$ cat src/common/exc_macros.svh
// --------------------------------------------------
// exception vector numbers and fault bit positions,
// include wherever vectors or fault sets are decoded
// --------------------------------------------------
`ifndef EXC_MACROS_SVH
`define EXC_MACROS_SVH

// --------------------------------------------------
// x86 vector numbers
// --------------------------------------------------
`define EXC_DE 8'd0
`define EXC_BR 8'd5
`define EXC_UD 8'd6
`define EXC_NM 8'd7
`define EXC_DF 8'd8
`define EXC_TS 8'd10
`define EXC_NP 8'd11
`define EXC_SS 8'd12
`define EXC_GP 8'd13
`define EXC_PF 8'd14

// nested exceptions allowed before shutdown
`define EXC_COUNT_LIMIT 2

// --------------------------------------------------
// fault bit positions, bit 0 wins within a stage
// --------------------------------------------------
// decode
`define DEC_GP_BIT 0
`define DEC_UD_BIT 1
`define DEC_PF_BIT 2

// read, pf bit appended at top level
`define RD_SEG_GP_BIT 0
`define RD_DESC_GP_BIT 1
`define RD_SEG_SS_BIT 2
`define RD_IO_GP_BIT 3
`define RD_TSS_TS_BIT 4
`define RD_PF_BIT 5

// execute
`define EXE_DE_BIT 0
`define EXE_GP_BIT 1
`define EXE_TS_BIT 2
`define EXE_SS_BIT 3
`define EXE_NP_BIT 4
`define EXE_NM_BIT 5
`define EXE_PF_BIT 6
`define EXE_BR_BIT 7

// write
`define WR_NEW_SS_BIT 0
`define WR_STR_GP_BIT 1
`define WR_PUSH_SS_BIT 2

`endif
$ cat src/common/exc_pkg.sv
// --------------------------------------------------
// shared types of the exception unit, imported by
// the interface and every RTL module
// --------------------------------------------------
`include "exc_macros.svh"

package exc_pkg;

    // vector number, exception or interrupt
    typedef logic [7:0] vec_t;

    // restart address
    typedef logic [31:0] addr_t;

    // bytes consumed by the faulting instruction
    typedef logic [3:0] len_t;

    // pushed error code
    typedef logic [15:0] err_t;

    // --------------------------------------------------
    // per-stage fault sets
    // --------------------------------------------------
    typedef logic [`DEC_PF_BIT:0] dec_faults_t;
    // includes the appended rd page fault bit
    typedef logic [`RD_PF_BIT:0] rd_faults_t;
    typedef logic [`EXE_BR_BIT:0] exe_faults_t;
    typedef logic [`WR_PUSH_SS_BIT:0] wr_faults_t;

    // class used for double fault promotion
    typedef enum logic [1:0] {
        cls_benign       = 2'd0,
        cls_contributory = 2'd1,
        cls_page_fault   = 2'd2,
        cls_double_fault = 2'd3
    } exc_class_t;

    // sequencer state, shutdown is sticky
    typedef enum logic {
        seq_idle     = 1'b0,
        seq_shutdown = 1'b1
    } seq_state_t;

endpackage

$ cat src/common/exc_pending_if.sv
// --------------------------------------------------
// pending fault from capture to sequencer, with the
// hold, rewrite and clear controls going back
// --------------------------------------------------
`timescale 1ns/1ps

interface exc_pending_if import exc_pkg::*; ();

    // captured fault
    logic  valid;
    vec_t  vector;
    err_t  error_code;
    addr_t eip;

    // sequencer controls
    logic  hold;
    logic  rewrite;
    logic  clear;

    modport capture (
        output valid, vector, error_code, eip,
        input  hold, rewrite, clear
    );

    modport seq (
        input  valid, vector, error_code, eip,
        output hold, rewrite, clear
    );

endinterface

$ cat src/exception_unit.sv
// --------------------------------------------------
// exception unit top level, plain ports to the core
// pipeline, capture feeds the sequencer
// --------------------------------------------------
`timescale 1ns/1ps
`include "exc_macros.svh"

module exception_unit import exc_pkg::*; (
    input  logic                   clk,
    input  logic                   rst_n,
    // stage faults and addresses
    input  dec_faults_t            dec_faults,
    input  addr_t                  dec_eip,
    input  logic [`RD_PF_BIT-1:0]  rd_faults,
    input  logic                   rd_pf_fault,
    input  addr_t                  rd_eip,
    input  len_t                   rd_consumed,
    input  err_t                   rd_error_code,
    input  exe_faults_t            exe_faults,
    input  addr_t                  exe_eip,
    input  len_t                   exe_consumed,
    input  err_t                   exe_error_code,
    input  wr_faults_t             wr_faults,
    input  addr_t                  wr_eip,
    input  len_t                   wr_consumed,
    input  err_t                   wr_error_code,
    input  logic                   dec_is_front,
    input  logic                   rd_is_front,
    input  logic                   exe_is_front,
    input  logic                   wr_is_front,
    input  err_t                   tlb_pf_error_code,
    // interrupts and completion
    input  logic                   int_possible,
    input  vec_t                   int_vector,
    input  logic                   exc_finished,
    output logic                   int_ack,
    // delivery to the core
    output logic                   exc_load,
    output vec_t                   exc_vector,
    output err_t                   exc_error_code,
    output addr_t                  exc_eip,
    output logic                   exc_push_error,
    output logic                   pipe_reset,
    output logic                   shutdown
);

    exc_pending_if pend ();

    fault_capture i_fault_capture (
        .clk               (clk),
        .rst_n             (rst_n),
        .dec_faults        (dec_faults),
        .dec_eip           (dec_eip),
        // rd page fault becomes the lowest priority rd bit
        .rd_faults         ({rd_pf_fault, rd_faults}),
        .rd_eip            (rd_eip),
        .rd_consumed       (rd_consumed),
        .rd_error_code     (rd_error_code),
        .exe_faults        (exe_faults),
        .exe_eip           (exe_eip),
        .exe_consumed      (exe_consumed),
        .exe_error_code    (exe_error_code),
        .wr_faults         (wr_faults),
        .wr_eip            (wr_eip),
        .wr_consumed       (wr_consumed),
        .wr_error_code     (wr_error_code),
        .dec_is_front      (dec_is_front),
        .rd_is_front       (rd_is_front),
        .exe_is_front      (exe_is_front),
        .wr_is_front       (wr_is_front),
        .tlb_pf_error_code (tlb_pf_error_code),
        .pend              (pend.capture)
    );

    exc_sequencer i_exc_sequencer (
        .clk            (clk),
        .rst_n          (rst_n),
        .pend           (pend.seq),
        .int_possible   (int_possible),
        .int_vector     (int_vector),
        .exc_finished   (exc_finished),
        .int_ack        (int_ack),
        .exc_load       (exc_load),
        .exc_vector     (exc_vector),
        .exc_error_code (exc_error_code),
        .exc_eip        (exc_eip),
        .exc_push_error (exc_push_error),
        .pipe_reset     (pipe_reset),
        .shutdown       (shutdown)
    );

endmodule

$ cat src/exc_control/exc_sequencer.sv
// --------------------------------------------------
// classifies the pending fault, promotes or shuts
// down, accepts interrupts, drives the exc_* outputs
// --------------------------------------------------
`timescale 1ns/1ps
`include "exc_macros.svh"

module exc_sequencer import exc_pkg::*; (
    input  logic       clk,
    input  logic       rst_n,
    exc_pending_if.seq pend,
    input  logic       int_possible,
    input  vec_t       int_vector,
    input  logic       exc_finished,
    output logic       int_ack,
    output logic       exc_load,
    output vec_t       exc_vector,
    output err_t       exc_error_code,
    output addr_t      exc_eip,
    output logic       exc_push_error,
    output logic       pipe_reset,
    output logic       shutdown
);

    // --------------------------------------------------
    // classification
    // --------------------------------------------------
    function automatic exc_class_t classify(vec_t v);
        if (v == `EXC_DE || (v >= `EXC_TS && v <= `EXC_GP)) return cls_contributory;
        if (v == `EXC_PF) return cls_page_fault;
        if (v == `EXC_DF) return cls_double_fault;
        return cls_benign;
    endfunction

    // vectors that push an error code
    function automatic logic pushes_error(vec_t v);
        return v == `EXC_DF || v == `EXC_TS || v == `EXC_NP ||
               v == `EXC_SS || v == `EXC_GP || v == `EXC_PF;
    endfunction

    seq_state_t state;
    logic [1:0] count;
    exc_class_t last_class;
    logic       external;
    exc_class_t pend_class;
    logic       nested;
    logic       shutdown_start;
    logic       promote;
    logic       take;
    logic       accept;
    err_t       acc_err;

    assign pend_class = classify(pend.vector);
    assign nested     = (count != 2'd0);

    // too deep, or a fault on top of a double fault
    assign shutdown_start = (count > 2'(`EXC_COUNT_LIMIT)) ||
                            (nested && last_class == cls_double_fault);

    // benign never pairs into a double fault
    assign promote = !shutdown_start && nested &&
                     ((pend_class == cls_contributory &&
                       (last_class == cls_contributory || last_class == cls_page_fault)) ||
                      (pend_class == cls_page_fault && last_class == cls_page_fault));

    assign take   = pend.valid && (state == seq_idle);
    assign accept = take && !promote && !shutdown_start;

    // decision back to capture in the same cycle
    assign pend.rewrite = take && promote;
    assign pend.clear   = take && !promote;
    assign pend.hold    = int_possible || int_ack || (state == seq_shutdown);

    // bit 0 tells the handler the event was nested
    assign acc_err = (pend.vector == `EXC_PF || pend.vector == `EXC_DF) ?
                     pend.error_code : {pend.error_code[15:1], external};

    // --------------------------------------------------
    // control state
    // --------------------------------------------------
    always_ff @(posedge clk) begin
        if (!rst_n) begin
            state <= seq_idle;
        end else if (take && shutdown_start) begin
            // leaves only through reset
            state <= seq_shutdown;
        end
    end

    always_ff @(posedge clk) begin
        if (!rst_n) begin
            int_ack  <= 1'b0;
            exc_load <= 1'b0;
        end else begin
            int_ack  <= int_possible && !pend.valid && (state == seq_idle);
            exc_load <= accept || int_ack;
        end
    end

    // nesting bookkeeping, exc_finished ends the chain
    always_ff @(posedge clk) begin
        if (!rst_n) begin
            count      <= 2'd0;
            last_class <= cls_benign;
            external   <= 1'b0;
        end else if (exc_finished) begin
            count      <= 2'd0;
            last_class <= cls_benign;
            external   <= 1'b0;
        end else begin
            if (accept) begin
                count      <= count + 2'd1;
                last_class <= pend_class;
            end
            if (accept || int_ack) begin
                external <= 1'b1;
            end
        end
    end

    // --------------------------------------------------
    // output payload
    // --------------------------------------------------
    always_ff @(posedge clk) begin
        if (accept) begin
            exc_vector     <= pend.vector;
            exc_error_code <= acc_err;
            exc_eip        <= pend.eip;
            exc_push_error <= pushes_error(pend.vector);
        end else if (int_ack) begin
            // external interrupt, returns to wr_eip
            exc_vector     <= int_vector;
            exc_error_code <= '0;
            exc_eip        <= pend.eip;
            exc_push_error <= 1'b0;
        end
    end

    assign shutdown   = (state == seq_shutdown);
    assign pipe_reset = pend.valid || int_ack || shutdown;

endmodule

$ cat src/fault_capture.sv
// --------------------------------------------------
// picks the front faulting stage and registers its
// vector, error code and restart address
// --------------------------------------------------
`timescale 1ns/1ps
`include "exc_macros.svh"

module fault_capture import exc_pkg::*; (
    input  logic         clk,
    input  logic         rst_n,
    input  dec_faults_t  dec_faults,
    input  addr_t        dec_eip,
    input  rd_faults_t   rd_faults,
    input  addr_t        rd_eip,
    input  len_t         rd_consumed,
    input  err_t         rd_error_code,
    input  exe_faults_t  exe_faults,
    input  addr_t        exe_eip,
    input  len_t         exe_consumed,
    input  err_t         exe_error_code,
    input  wr_faults_t   wr_faults,
    input  addr_t        wr_eip,
    input  len_t         wr_consumed,
    input  err_t         wr_error_code,
    input  logic         dec_is_front,
    input  logic         rd_is_front,
    input  logic         exe_is_front,
    input  logic         wr_is_front,
    input  err_t         tlb_pf_error_code,
    exc_pending_if.capture pend
);

    // --------------------------------------------------
    // bit to vector tables, lowest bit first
    // --------------------------------------------------
    function automatic vec_t dec_vector(dec_faults_t f);
        if (f[`DEC_GP_BIT]) return `EXC_GP;
        if (f[`DEC_UD_BIT]) return `EXC_UD;
        if (f[`DEC_PF_BIT]) return `EXC_PF;
        return '0;
    endfunction

    function automatic vec_t rd_vector(rd_faults_t f);
        if (f[`RD_SEG_GP_BIT]) return `EXC_GP;
        if (f[`RD_DESC_GP_BIT]) return `EXC_GP;
        if (f[`RD_SEG_SS_BIT]) return `EXC_SS;
        if (f[`RD_IO_GP_BIT]) return `EXC_GP;
        if (f[`RD_TSS_TS_BIT]) return `EXC_TS;
        if (f[`RD_PF_BIT]) return `EXC_PF;
        return '0;
    endfunction

    function automatic vec_t exe_vector(exe_faults_t f);
        if (f[`EXE_DE_BIT]) return `EXC_DE;
        if (f[`EXE_GP_BIT]) return `EXC_GP;
        if (f[`EXE_TS_BIT]) return `EXC_TS;
        if (f[`EXE_SS_BIT]) return `EXC_SS;
        if (f[`EXE_NP_BIT]) return `EXC_NP;
        if (f[`EXE_NM_BIT]) return `EXC_NM;
        if (f[`EXE_PF_BIT]) return `EXC_PF;
        if (f[`EXE_BR_BIT]) return `EXC_BR;
        return '0;
    endfunction

    function automatic vec_t wr_vector(wr_faults_t f);
        if (f[`WR_NEW_SS_BIT]) return `EXC_SS;
        if (f[`WR_STR_GP_BIT]) return `EXC_GP;
        if (f[`WR_PUSH_SS_BIT]) return `EXC_SS;
        return '0;
    endfunction

    // restart at the first byte of the instruction
    function automatic addr_t restart_eip(addr_t eip, len_t len);
        return eip - addr_t'(len);
    endfunction

    // --------------------------------------------------
    // stage arbitration
    // --------------------------------------------------
    logic  open_q;
    logic  act_dec;
    logic  act_rd;
    logic  act_exe;
    logic  act_wr;
    logic  any_act;
    vec_t  sel_vec;
    err_t  sel_err;
    addr_t sel_eip;
    logic  valid_q;
    vec_t  vec_q;
    err_t  err_q;
    addr_t eip_q;

    // nothing new while a fault waits or the sequencer holds
    assign open_q  = !valid_q && !pend.hold;
    assign act_dec = open_q && dec_is_front && (|dec_faults);
    assign act_rd  = open_q && rd_is_front && (|rd_faults);
    assign act_exe = open_q && exe_is_front && (|exe_faults);
    assign act_wr  = open_q && wr_is_front && (|wr_faults);
    assign any_act = act_dec || act_rd || act_exe || act_wr;

    // wr > exe > rd > dec
    always_comb begin
        sel_vec = '0;
        sel_err = '0;
        sel_eip = '0;
        if (act_wr) begin
            sel_vec = wr_vector(wr_faults);
            sel_err = wr_error_code;
            sel_eip = restart_eip(wr_eip, wr_consumed);
        end else if (act_exe) begin
            sel_vec = exe_vector(exe_faults);
            sel_err = (sel_vec == `EXC_PF) ? tlb_pf_error_code : exe_error_code;
            sel_eip = restart_eip(exe_eip, exe_consumed);
        end else if (act_rd) begin
            sel_vec = rd_vector(rd_faults);
            sel_err = (sel_vec == `EXC_PF) ? tlb_pf_error_code : rd_error_code;
            sel_eip = restart_eip(rd_eip, rd_consumed);
        end else if (act_dec) begin
            sel_vec = dec_vector(dec_faults);
            // other decode faults push zero
            sel_err = (sel_vec == `EXC_PF) ? tlb_pf_error_code : '0;
            sel_eip = dec_eip;
        end
    end

    // --------------------------------------------------
    // pending fault register
    // --------------------------------------------------
    always_ff @(posedge clk) begin
        if (!rst_n) begin
            valid_q <= 1'b0;
        end else if (pend.rewrite) begin
            valid_q <= 1'b1;
        end else if (pend.clear) begin
            valid_q <= 1'b0;
        end else if (any_act) begin
            valid_q <= 1'b1;
        end
    end

    // payload, eip kept across a double fault rewrite
    always_ff @(posedge clk) begin
        if (pend.rewrite) begin
            vec_q <= `EXC_DF;
            err_q <= '0;
        end else if (any_act) begin
            vec_q <= sel_vec;
            err_q <= sel_err;
            eip_q <= sel_eip;
        end
    end

    assign pend.valid      = valid_q;
    assign pend.vector     = vec_q;
    assign pend.error_code = err_q;
    // idle: wr_eip passes through as the interrupt return address
    assign pend.eip        = valid_q ? eip_q : wr_eip;

endmodule

$ cat config.mk
export PLATFORM = sky130hd
export DESIGN_NAME = exception_unit
export DESIGN_NICKNAME = d
export VERILOG_FILES = /design/src/common/exc_pkg.sv /design/src/common/exc_pending_if.sv /design/src/exception_unit.sv /design/src/exc_control/exc_sequencer.sv /design/src/fault_capture.sv
export VERILOG_INCLUDE_DIRS = /design/src /design/src/common
export SDC_FILE = /design/constraint.sdc
export NUM_CORES = 1
export LEC_CHECK = 0
export BUFFER_PORTS_ARGS = -buffer_cell sky130_fd_sc_hd__buf_2
export CAP_MARGIN = 20
export CORE_MARGIN = 1
export CORE_UTILIZATION = 51
export CTS_CLUSTER_DIAMETER = 80
export DETAILED_ROUTE_END_ITERATION = 10
export PLACE_DENSITY = 0.85
export SYNTH_ARGS = -nofsm -noshare
export SYNTH_HDL_FRONTEND = slang
export SYNTH_SLANG_ARGS = --single-unit
export TNS_END_PERCENT = 5
$ cat constraint.sdc
create_clock -name clk -period 4.6 [get_ports clk]
set_clock_uncertainty 0.2 [all_clocks]
set_input_delay 0.92 -clock clk [delete_from_list [all_inputs] [get_ports clk]]
set_output_delay 0.92 -clock clk [all_outputs]
set_load 0.02 [all_outputs]
==> results.yml, run 1 <==
placement:
  port-buffer-count: 300
  place.gp.congestion: 0.9957
  dp.cells: 1347
  hpwl_mm: 21.20
  dp_slack_ns: 0.8828
critical_path:
  r2r_end: "i_exc_sequencer.exc_load$_SDFF_PN0_"
  crit_type: "primary input to flop"
  rrSetupSlack_ns: 1.51
  reg2reg_depth: 9
  critPathMaxFanout: 7
  cp-start-kind: "primary input"
  cp.required_ns: 4.55
  regToRegStartpoint: "i_exc_sequencer.last_class[0]$_SDFFE_PP0P_"
  worstPathArrival_ns: 3.34
  crit_path_end_kind: "flop"
timing:
  fin_crit_ns: 3.390
  tightest_slew_ns: 0.9931
  max_freq_mhz: 294.9
  period_share_pct: 73.71
  maxSlewViolCount: 0
  setup_ws_ns: 1.210
  setup_violations: 0
  rsz0062_at_grt: "no"
  slew_headroom_pct: 32.75
  tns_ns: 0
  hold_violations: 0
synth:
  synth_top_area_share_pct: 32.41
  synthArstFlopShare_pct: 0
  ys_seq_area_share_pct: 39.45
  synth-main-ff-cell: "edfxtp_1"
  synth_edf_count: 89
  synth.area.top_cells: "edfxtp_1 (32%), dfxtp_1 (7.0%), xnor2_1 (5.7%)"
  netlist_area_um2: 8245
  yosys_warnings: 0
  avgSynthCellArea_um2: 9.599
  ys_ff_latch: 118
  netlist.top_cell.by_area: "edfxtp_1"
  synth.net_count: 1118
  synth.distinct_cells: 73
  netlist_instances: 859
min_path:
  hp-start: "i_exc_sequencer.last_class[0]$_SDFFE_PP0P_"
  min-delay-path-class: "flop to flop"
  holdPathStages: 2
  min_to: "i_exc_sequencer.last_class[0]$_SDFFE_PP0P_"
clock_network:
  cts-resized-gates: 0
  cts.clk_slew.worst_paths_ns: 0.06
  numCtsBuffers: 17
  clk_latency_ns: 0.43
  clockBufferDepth: 2
  cts.hold.buffers_added: 0
  cts-root-buf: "clkbuf_16"
  h-tree-depth: 4
  cts_sinks: 118
  cts_tree: "done"
  post_cts_buffers: 0
detailed_routing:
  vias: 8377
  dr.pass1.iters: 6
  drt_iter0_drc: 857
  wirelength_mm: 27.27
  vias_per_cell: 6.048
  drc_errors: 0
  wl_per_cell_um: 19.69
  ant_nets: 0
finish:
  area_growth_pct: 29.12
  stdcell_count: 1385
  drive_gt1_share_pct: 36.25
  nets: 1410
  n_fill_cell: 1272
run:
  maxCapViolCount: 0
global_route:
  grt_overflow: 0
  grt_pass1_wl_mm: 41.75
  antenna_found_initial: 6
  grt_max_degree: 52
  grt_pass1_vias: 7613
  grt_usage_pct: 33.30
floorplan:
  row_count: 46
  core_area_um2: 15830
  io_pins: 301
  die_h_um: 129.2
  dieArea_um2: 16680
  start_util_pct: 52.09
  fp.dieW_um: 129.2
pwr:
  p_leak_nw: 4.397
  ir_drop_uv: 268.6
  power_density_nw_per_um2: 344.9
outcome:
  outcome: "complete, no violations"
## how the worst max path moves through the flow
stage                                                          start                                              end  slack [ns]  depth (start not counted)
after floorplan                                         rd_faults[1]      i_fault_capture.pend.vector[2]$_SDFFE_PP0P_        1.07                          8
final                                                   rd_faults[1]               i_fault_capture.eip_q[7]$_DFFE_PP_        1.21                          7
after CTS                 i_exc_sequencer.last_class[0]$_SDFFE_PP0P_  i_exc_sequencer.exc_error_code[1]$_SDFFCE_PN0P_        0.91                          8
after global placement                                     wr_eip[0]              i_fault_capture.eip_q[22]$_DFFE_PP_        0.94                         11
after detailed placement                                rd_faults[1]               i_fault_capture.eip_q[7]$_DFFE_PP_        0.88                          7
after global routing                                       wr_eip[0]              i_fault_capture.eip_q[20]$_DFFE_PP_        1.03                         11
## synthesized netlist by cell type (3+ instances only)
master    count
ha_1         16
o21ai_0      43
nor4_1       17
nand2b_1      6
o22ai_1      21
a221oi_1     32
a21o_1        4
nand2_1      30
xnor2_1      54
nor4bb_1      3
nor2b_1      14
o311a_1       3
a31oi_1       4
a21oi_1      21
buf_1         6
nand3_1      15
o21ai_1       7
o211ai_1      6
inv_1        28
xor2_1       25
and2_1       19
nand4_1      16
mux2_2       35
fa_1          3
or2_2         6
or3_1        18
nor2_1       82
or4_1        11
o221a_2      16
a211oi_1      6
o21a_1       12
o311ai_1      3
o31ai_1       6
mux2i_1      20
edfxtp_1     89
clkbuf_1     38
dfxtp_1      29
nor3_1       44
and3_1        5
nand4b_1      5
## cell usage in the layout (no fill, tap or decap), types with 17 or more instances in the layout
cell / n
dfxtp_1: 29
nor2_1: 82
edfxtp_1: 89
a21oi_1: 21
a221oi_1: 32
inv_1: 28
buf_2: 300
or3_1: 18
and2_1: 19
mux2_2: 35
nand2_1: 30
mux2i_1: 20
xnor2_1: 54
o22ai_1: 21
buf_4: 19
xor2_1: 25
o21ai_0: 43
nor3_1: 44
clkbuf_16: 17
## through the flow
stage	hold slack [ns]	total power [mW]	cell area (um^2)	utilization, %
floorplan	0.2480	1.951	8245	-
global route	0.3451	3.813	10650	67.26
global placement	0.2988	2.308	10010	63.27
CTS	0.3255	3.657	10610	67.01
finish	0.3251	3.672	10650	67.26
detailed placement	0.3036	2.327	10010	63.27
## kinds of logic (layout without fill, tap and decap cells)
group	Yosys count	after routing	synth area share, %
buffers and inverters	75	380	3.536
adder cells (fa/ha/maj)	19	19	3.156
other	0	5	0
XOR/XNOR	79	79	8.391
multiplexers	55	55	7.208
AND/OR/NAND/NOR	307	307	20.24
flip-flops	118	118	39.45
AO/OA/AOI/OAI	206	206	18.01
## metal layers
metal	global-route usage, %	wire [um]
met5	0	13
met4	13.91	962
met3	5.987	2251
met2	49.49	11970
met1	47.65	12070
## sequential cells by signal (all words and copies together), names as in the netlist, 2 cells and up
signal,flops
i_exc_sequencer.last_class,2
i_exc_sequencer.count,2
i_fault_capture.pend.error_code,16
i_fault_capture.eip_q,32
i_exc_sequencer.exc_vector,8
i_exc_sequencer.exc_error_code,16
i_fault_capture.pend.vector,4
i_exc_sequencer.exc_eip,32
## final cells by class
type                    count  area (um^2)  share of cell area (%)
inverters                  28        105.1                  0.9872
repair buffers            320         1672                   15.70
multi-input cells         666         4742                   44.54
clock inverters            15        166.4                   1.563
diodes                      5        12.51                  0.1175
well taps                 216        270.3                   2.538
clock buffers              17        425.4                   3.996
flip-flops and latches    118         3253                   30.56
## critical path: stages
cell	delay (ns)
buf_2	0.11
or4_1	0.67
o311ai_1	0.87
nor2_1	0.07
and3_1	0.21
nor3_1	0.38
a221oi_1	0.12
## power by group
group | leakage, nW | switching, mW | internal, mW
combinational | 2.99 | 0.534 | 0.379
clock | 0.288 | 0.528 | 0.810
sequential | 1.12 | 0.0756 | 1.35
total | 4.40 | 1.14 | 2.53
(Power assumes the default switching activity.)
==> run 2: changes to the inputs <==
--- a/config.mk
+++ b/config.mk
@@ -9,10 +9,10 @@
 export BUFFER_PORTS_ARGS = -buffer_cell sky130_fd_sc_hd__buf_2
 export CAP_MARGIN = 20
 export CORE_MARGIN = 1
-export CORE_UTILIZATION = 51
+export CORE_UTILIZATION = 46
 export CTS_CLUSTER_DIAMETER = 80
 export DETAILED_ROUTE_END_ITERATION = 10
-export PLACE_DENSITY = 0.85
+export PLACE_DENSITY = 0.81
 export SYNTH_ARGS = -nofsm -noshare
 export SYNTH_HDL_FRONTEND = slang
 export SYNTH_SLANG_ARGS = --single-unit
==> constraint.sdc (replaced) <==
create_clock -name clk -period 2.8 [get_ports clk]
set_clock_uncertainty 0.2 [all_clocks]
set_input_delay 0.56 -clock clk [delete_from_list [all_inputs] [get_ports clk]]
set_output_delay 0.56 -clock clk [all_outputs]
set_load 0.02 [all_outputs]
==> run 2 against run 1 <==
- die area increased by 11%
- design area up 11%
- core utilization is 0.87 points higher
- critical endpoint is now i_fault_capture.eip_q[25]$_DFFE_PP_
- largest cell class unchanged
- highest routed layer unchanged
==> results.yml, run 2 (same netlist as run 1, synthesis figures left out) <==
pwr:
  p_leak_nw: 5.097
  power_frac_seq_pct: 36.6
  internal-power_mw: 4.475
  power_density_nw_per_um2: 534.3
  ir_drop_uv: 460.6
  p_clk_share_pct: 36.1
  p_switching_mw: 1.866
  total_power_mw: 6.341
  combPwrFrac_pct: 27.2
  swShare_pct: 29.43
critical_path:
  worstPathArrival_ns: 2.82
  cp_slowest_stage_delay_ns: 0.62
  crit_type: "primary input to flop"
  rrSetupSlack_ns: 0.19
  regToRegStartpoint: "i_exc_sequencer.last_class[0]$_SDFFE_PP0P_"
  cp.required_ns: 2.86
  crit_top_cell: "or4_4"
  crit_path_end_kind: "flop"
  crit_chain: "buf_2, or4_4, or3_1, or4_4, nor4_4, xnor2_1, a221oi_2"
  r2r_end: "i_exc_sequencer.exc_error_code[7]$_SDFFCE_PN0P_"
  critPathMaxFanout: 8
  cp-start-kind: "primary input"
  slowest_stage: "or4_4"
  reg2reg_depth: 8
global_route:
  grt_pass1_vias: 8253
  antenna_found_initial: 5
  grt_max_degree: 40
  grt_usage_pct: 31.75
  grt_pass1_wl_mm: 44.15
  grt_overflow: 0
finish:
  nets: 1547
  stdcell_count: 1528
  drive_gt1_share_pct: 43.35
  multiInputGateArea_um2: 4813
  n_fill_cell: 1409
  area_growth_pct: 43.93
  final_cell_mix: "buf_2 (300), buf_4 (148), edfxtp_1 (89)"
  top_regs: "i_exc_sequencer.exc_eip (32), i_fault_capture.eip_q (32)"
  final_common_cell: "buf_2"
  final_core_util_pct: 68.14
  regArea_um2: 3253
placement:
  port-buffer-count: 300
  dp_slack_ns: -0.3752
  place.gp.congestion: 0.9567
  dp.cells: 1494
  hpwl_mm: 22.68
timing:
  fin_crit_ns: 2.760
  period_share_pct: 98.57
  tightest_slew_ns: 0.5028
  maxSlewViolCount: 0
  setup_ws_ns: 0.04001
  rsz0062_at_grt: "yes"
  max_freq_mhz: 362.3
  setup_violations: 0
  hold_violations: 0
  whs_ns: 0.1738
  slew_headroom_pct: 66.48
floorplan:
  start_util_pct: 47.34
  row_count: 48
  fp.dieW_um: 135.9
  dieArea_um2: 18460
  io_pins: 301
  die_h_um: 135.9
  core_area_um2: 17420
clock_network:
  cts-root-buf: "clkbuf_16"
  clockBufferDepth: 2
  h-tree-depth: 4
  clk_latency_ns: 0.43
  numCtsBuffers: 17
  cts_sinks: 118
  cts.clk_slew.worst_paths_ns: 0.06
  cts_tree: "done"
detailed_routing:
  drt_iter0_drc: 724
  vias: 8781
  drc_errors: 0
  dr.pass1.iters: 5
  vias_per_cell: 5.747
  ant_nets: 0
  wl_per_cell_um: 19.03
  wirelength_mm: 29.08
min_path:
  min_to: "i_fault_capture.pend.vector[0]$_SDFFE_PP0P_"
  min-delay-path-class: "primary input to flop"
  holdPathStages: 2
  hp-start: "exe_faults[0]"
run:
  maxCapViolCount: 0
outcome:
  outcome: "complete, no violations"
run 2: how the worst max path moves through the flow:
stage / end / cells after the start / start
after CTS: i_fault_capture.eip_q[30]$_DFFE_PP_ / 7 / wr_eip[16]
final: i_fault_capture.eip_q[25]$_DFFE_PP_ / 7 / wr_eip[16]
after floorplan: i_fault_capture.eip_q[25]$_DFFE_PP_ / 8 / wr_eip[16]
after global placement: i_fault_capture.eip_q[29]$_DFFE_PP_ / 10 / rd_eip[3]
after detailed placement: i_fault_capture.eip_q[29]$_DFFE_PP_ / 10 / rd_eip[3]
after global routing: i_fault_capture.eip_q[24]$_DFFE_PP_ / 7 / wr_eip[16]
run 2: power by group through the flow:
stage / combinational [mW] / sequential [mW] / clock, mW
floorplan: 0.775 / 2.45 / 0
global placement: 1.66 / 2.34 / 0
detailed placement: 1.69 / 2.35 / 0
CTS: 1.71 / 2.32 / 2.31
global route: 1.86 / 2.35 / 2.38
finish: 1.73 / 2.32 / 2.29
run 2: routing by layer:
metal,track usage (%),share of wire (%)
met1,44.11,43
met2,48.61,46
met3,6.450,7.8
met4,11.67,2.4
met5,0,0.062
run 2: timing repair:
| action | in CTS | in global routing |
|---|---|---|
| endpoints found under the setup margin | 0 | 7 |
| buffers inserted | 0 | 0 |
| resized for setup | 0 | 3 |
| hold buffers | 0 | 0 |
run 2: metrics by stage:
step	area, um^2	TNS [ns]
6_report	11870	0
3_3_place_gp	11240	-5.261
5_1_grt	11870	-0.09171
4_1_cts	11850	0
2_1_floorplan	8346	-4.322
3_5_place_dp	11240	-7.334
run 2: critical path: cells and delay by family:
kind / cells / cell delay, ns
AND/OR/NAND/NOR: 4 / 1.81
buffers and inverters: 1 / 0.11
AO/OA/AOI/OAI: 1 / 0.22
XOR/XNOR: 1 / 0.12
run 2: cell type report:
cell class	instances	share of cell area (%)
Inverter	28	0.9172
Sequential cell	118	27.41
Multi-Input combinational cell	666	40.56
Timing Repair Buffer	457	23.53
Antenna cell	2	0.04217
Clock inverter	14	1.550
Clock buffer	18	3.616
Tap cell	225	2.372
==> run 3: changes to the inputs <==
--- a/config.mk
+++ b/config.mk
@@ -13,6 +13,7 @@
 export CTS_CLUSTER_DIAMETER = 80
 export DETAILED_ROUTE_END_ITERATION = 10
 export PLACE_DENSITY = 0.81
+export SETUP_SLACK_MARGIN = 0.3
 export SYNTH_ARGS = -nofsm -noshare
 export SYNTH_HDL_FRONTEND = slang
 export SYNTH_SLANG_ARGS = --single-unit
==> run 3 against run 2 <==
- routed wire length up 0.64%
- design area up 1.1%
- critical path type unchanged
- final cell count about the same
- fmax up 0.96%
==> results.yml, run 3 (same netlist as run 1, synthesis figures left out) <==
pwr:
  combPwrFrac_pct: 27.4
  power_frac_seq_pct: 36.5
  p_switching_mw: 1.875
  p_clk_share_pct: 36.1
  internal-power_mw: 4.484
  p_leak_nw: 5.135
  ir_drop_uv: 460.7
  swShare_pct: 29.49
  total_power_mw: 6.359
  power_density_nw_per_um2: 530.2
finish:
  multiInputGateArea_um2: 4916
  drive_gt1_share_pct: 44.70
  final_common_cell: "buf_2"
  regArea_um2: 3253
  top_regs: "i_exc_sequencer.exc_eip (32), i_fault_capture.eip_q (32)"
  nets: 1548
  final_cell_mix: "buf_2 (298), buf_4 (148), edfxtp_1 (89)"
  n_fill_cell: 1382
  area_growth_pct: 45.46
min_path:
  min-delay-path-class: "primary input to flop"
clock_network:
  cts_sinks: 118
  h-tree-depth: 4
  clk_latency_ns: 0.43
  cts.hold.buffers_added: 0
  cts.clk_slew.worst_paths_ns: 0.05
  numCtsBuffers: 17
  cts-root-buf: "clkbuf_16"
  clockBufferDepth: 2
  cts_tree: "done"
detailed_routing:
  drt_iter0_drc: 800
  wl_per_cell_um: 19.14
  dr.pass1.iters: 5
  wirelength_mm: 29.27
  vias: 8853
  drc_errors: 0
  vias_per_cell: 5.790
  ant_nets: 0
floorplan:
  dieArea_um2: 18460
  fp.dieW_um: 135.9
  die_h_um: 135.9
  start_util_pct: 47.34
  core_area_um2: 17420
  io_pins: 301
  row_count: 48
timing:
  hold_violations: 0
  tightest_slew_ns: 0.5002
  fin_crit_ns: 2.734
  period_share_pct: 97.63
  rsz0062_at_grt: "yes"
  maxSlewViolCount: 0
  setup_ws_ns: 0.06630
  setup_violations: 0
  slew_headroom_pct: 66.65
  max_freq_mhz: 365.8
critical_path:
  crit_type: "primary input to flop"
  cp-start-kind: "primary input"
  cp.required_ns: 2.77
  worstPathArrival_ns: 2.70
  critPathMaxFanout: 8
  crit_path_end_kind: "flop"
global_route:
  antenna_found_initial: 5
  grt_pass1_vias: 8261
  grt_pass1_wl_mm: 44.29
  grt_usage_pct: 31.85
  grt_max_degree: 40
  grt_overflow: 0
outcome:
  outcome: "complete, no violations"
placement:
  hpwl_mm: 22.68
  port-buffer-count: 300
  place.gp.congestion: 0.9567
  dp_slack_ns: -0.3752
run:
  maxCapViolCount: 0
-- run 3: cell count changes in the layout (fill, tap and decap cells not counted), sizes merged --
cell	change
buf	+1
-- run 3: cell type report --
type	instances	area share, %
Multi-Input combinational cell	666	40.99
Inverter	28	0.9076
Clock buffer	18	3.578
Clock inverter	14	1.533
Antenna cell	2	0.04173
Timing Repair Buffer	458	23.48
Sequential cell	118	27.12
Tap cell	225	2.347
-- run 3: worst paths after layout --
check                                                                start  slack (ns)  depth (start not counted)                                         endpoint
worst max-delay path                                            wr_eip[16]        0.07                          7              i_fault_capture.eip_q[30]$_DFFE_PP_
worst min-delay path                                         exe_faults[0]        0.17                          2      i_fault_capture.pend.vector[0]$_SDFFE_PP0P_
worst max register to register  i_exc_sequencer.last_class[0]$_SDFFE_PP0P_        0.18                          8  i_exc_sequencer.exc_error_code[7]$_SDFFCE_PN0P_
worst min register to register  i_exc_sequencer.last_class[0]$_SDFFE_PP0P_        0.33                          2       i_exc_sequencer.last_class[0]$_SDFFE_PP0P_
-- run 3: power groups by stage --
| stage | registers [mW] | logic (mW) | clock network [mW] |
|---|---|---|---|
| after floorplan | 2.45 | 0.775 | 0 |
| after global placement | 2.34 | 1.66 | 0 |
| after detailed placement | 2.35 | 1.69 | 0 |
| after CTS | 2.32 | 1.72 | 2.31 |
| after global routing | 2.35 | 1.88 | 2.39 |
| final | 2.32 | 1.74 | 2.29 |
-- run 3: critical path, stage by stage --
cell and delay (ns):
buf_6 0.09, or4_4 0.53, or3_4 0.36, or4_4 0.61, nor4b_4 0.29, xnor2_1 0.16
o22ai_1 0.10
-- run 3: repair_timing --
action / in CTS / in global routing
setup buffers: 1 / 0
pin swaps: 4 / 2
gates resized for setup: 9 / 16
endpoints found under the setup margin: 82 / 125
-- run 3: per-layer routing --
layer | up-vias | track usage, % | share of wire [%] | routed length (um)
li1 | 4178 | - | - | -
met3 | 78 | 6.525 | 8.8 | 2571
met4 | 4 | 12.10 | 3.2 | 926
met5 | - | 0 | 0.062 | 18
met2 | 491 | 48.67 | 46 | 13400
met1 | 4102 | 44.16 | 42 | 12360
-- run 3: through the flow --
| step | util, % | area, um^2 | std cells | TNS (ns) | hold slack, ns |
|---|---|---|---|---|---|
| global route | 68.86 | 11990 | 1529 | -0.02780 | 0.1723 |
| finish | 68.86 | 11990 | 1529 | 0 | 0.1744 |
| floorplan | - | 8346 | 859 | -4.322 | 0.2480 |
| CTS | 68.39 | 11910 | 1527 | 0 | 0.1615 |
| global placement | 64.53 | 11240 | 1494 | -5.261 | 0.3003 |
| detailed placement | 64.53 | 11240 | 1494 | -7.334 | 0.3172 |
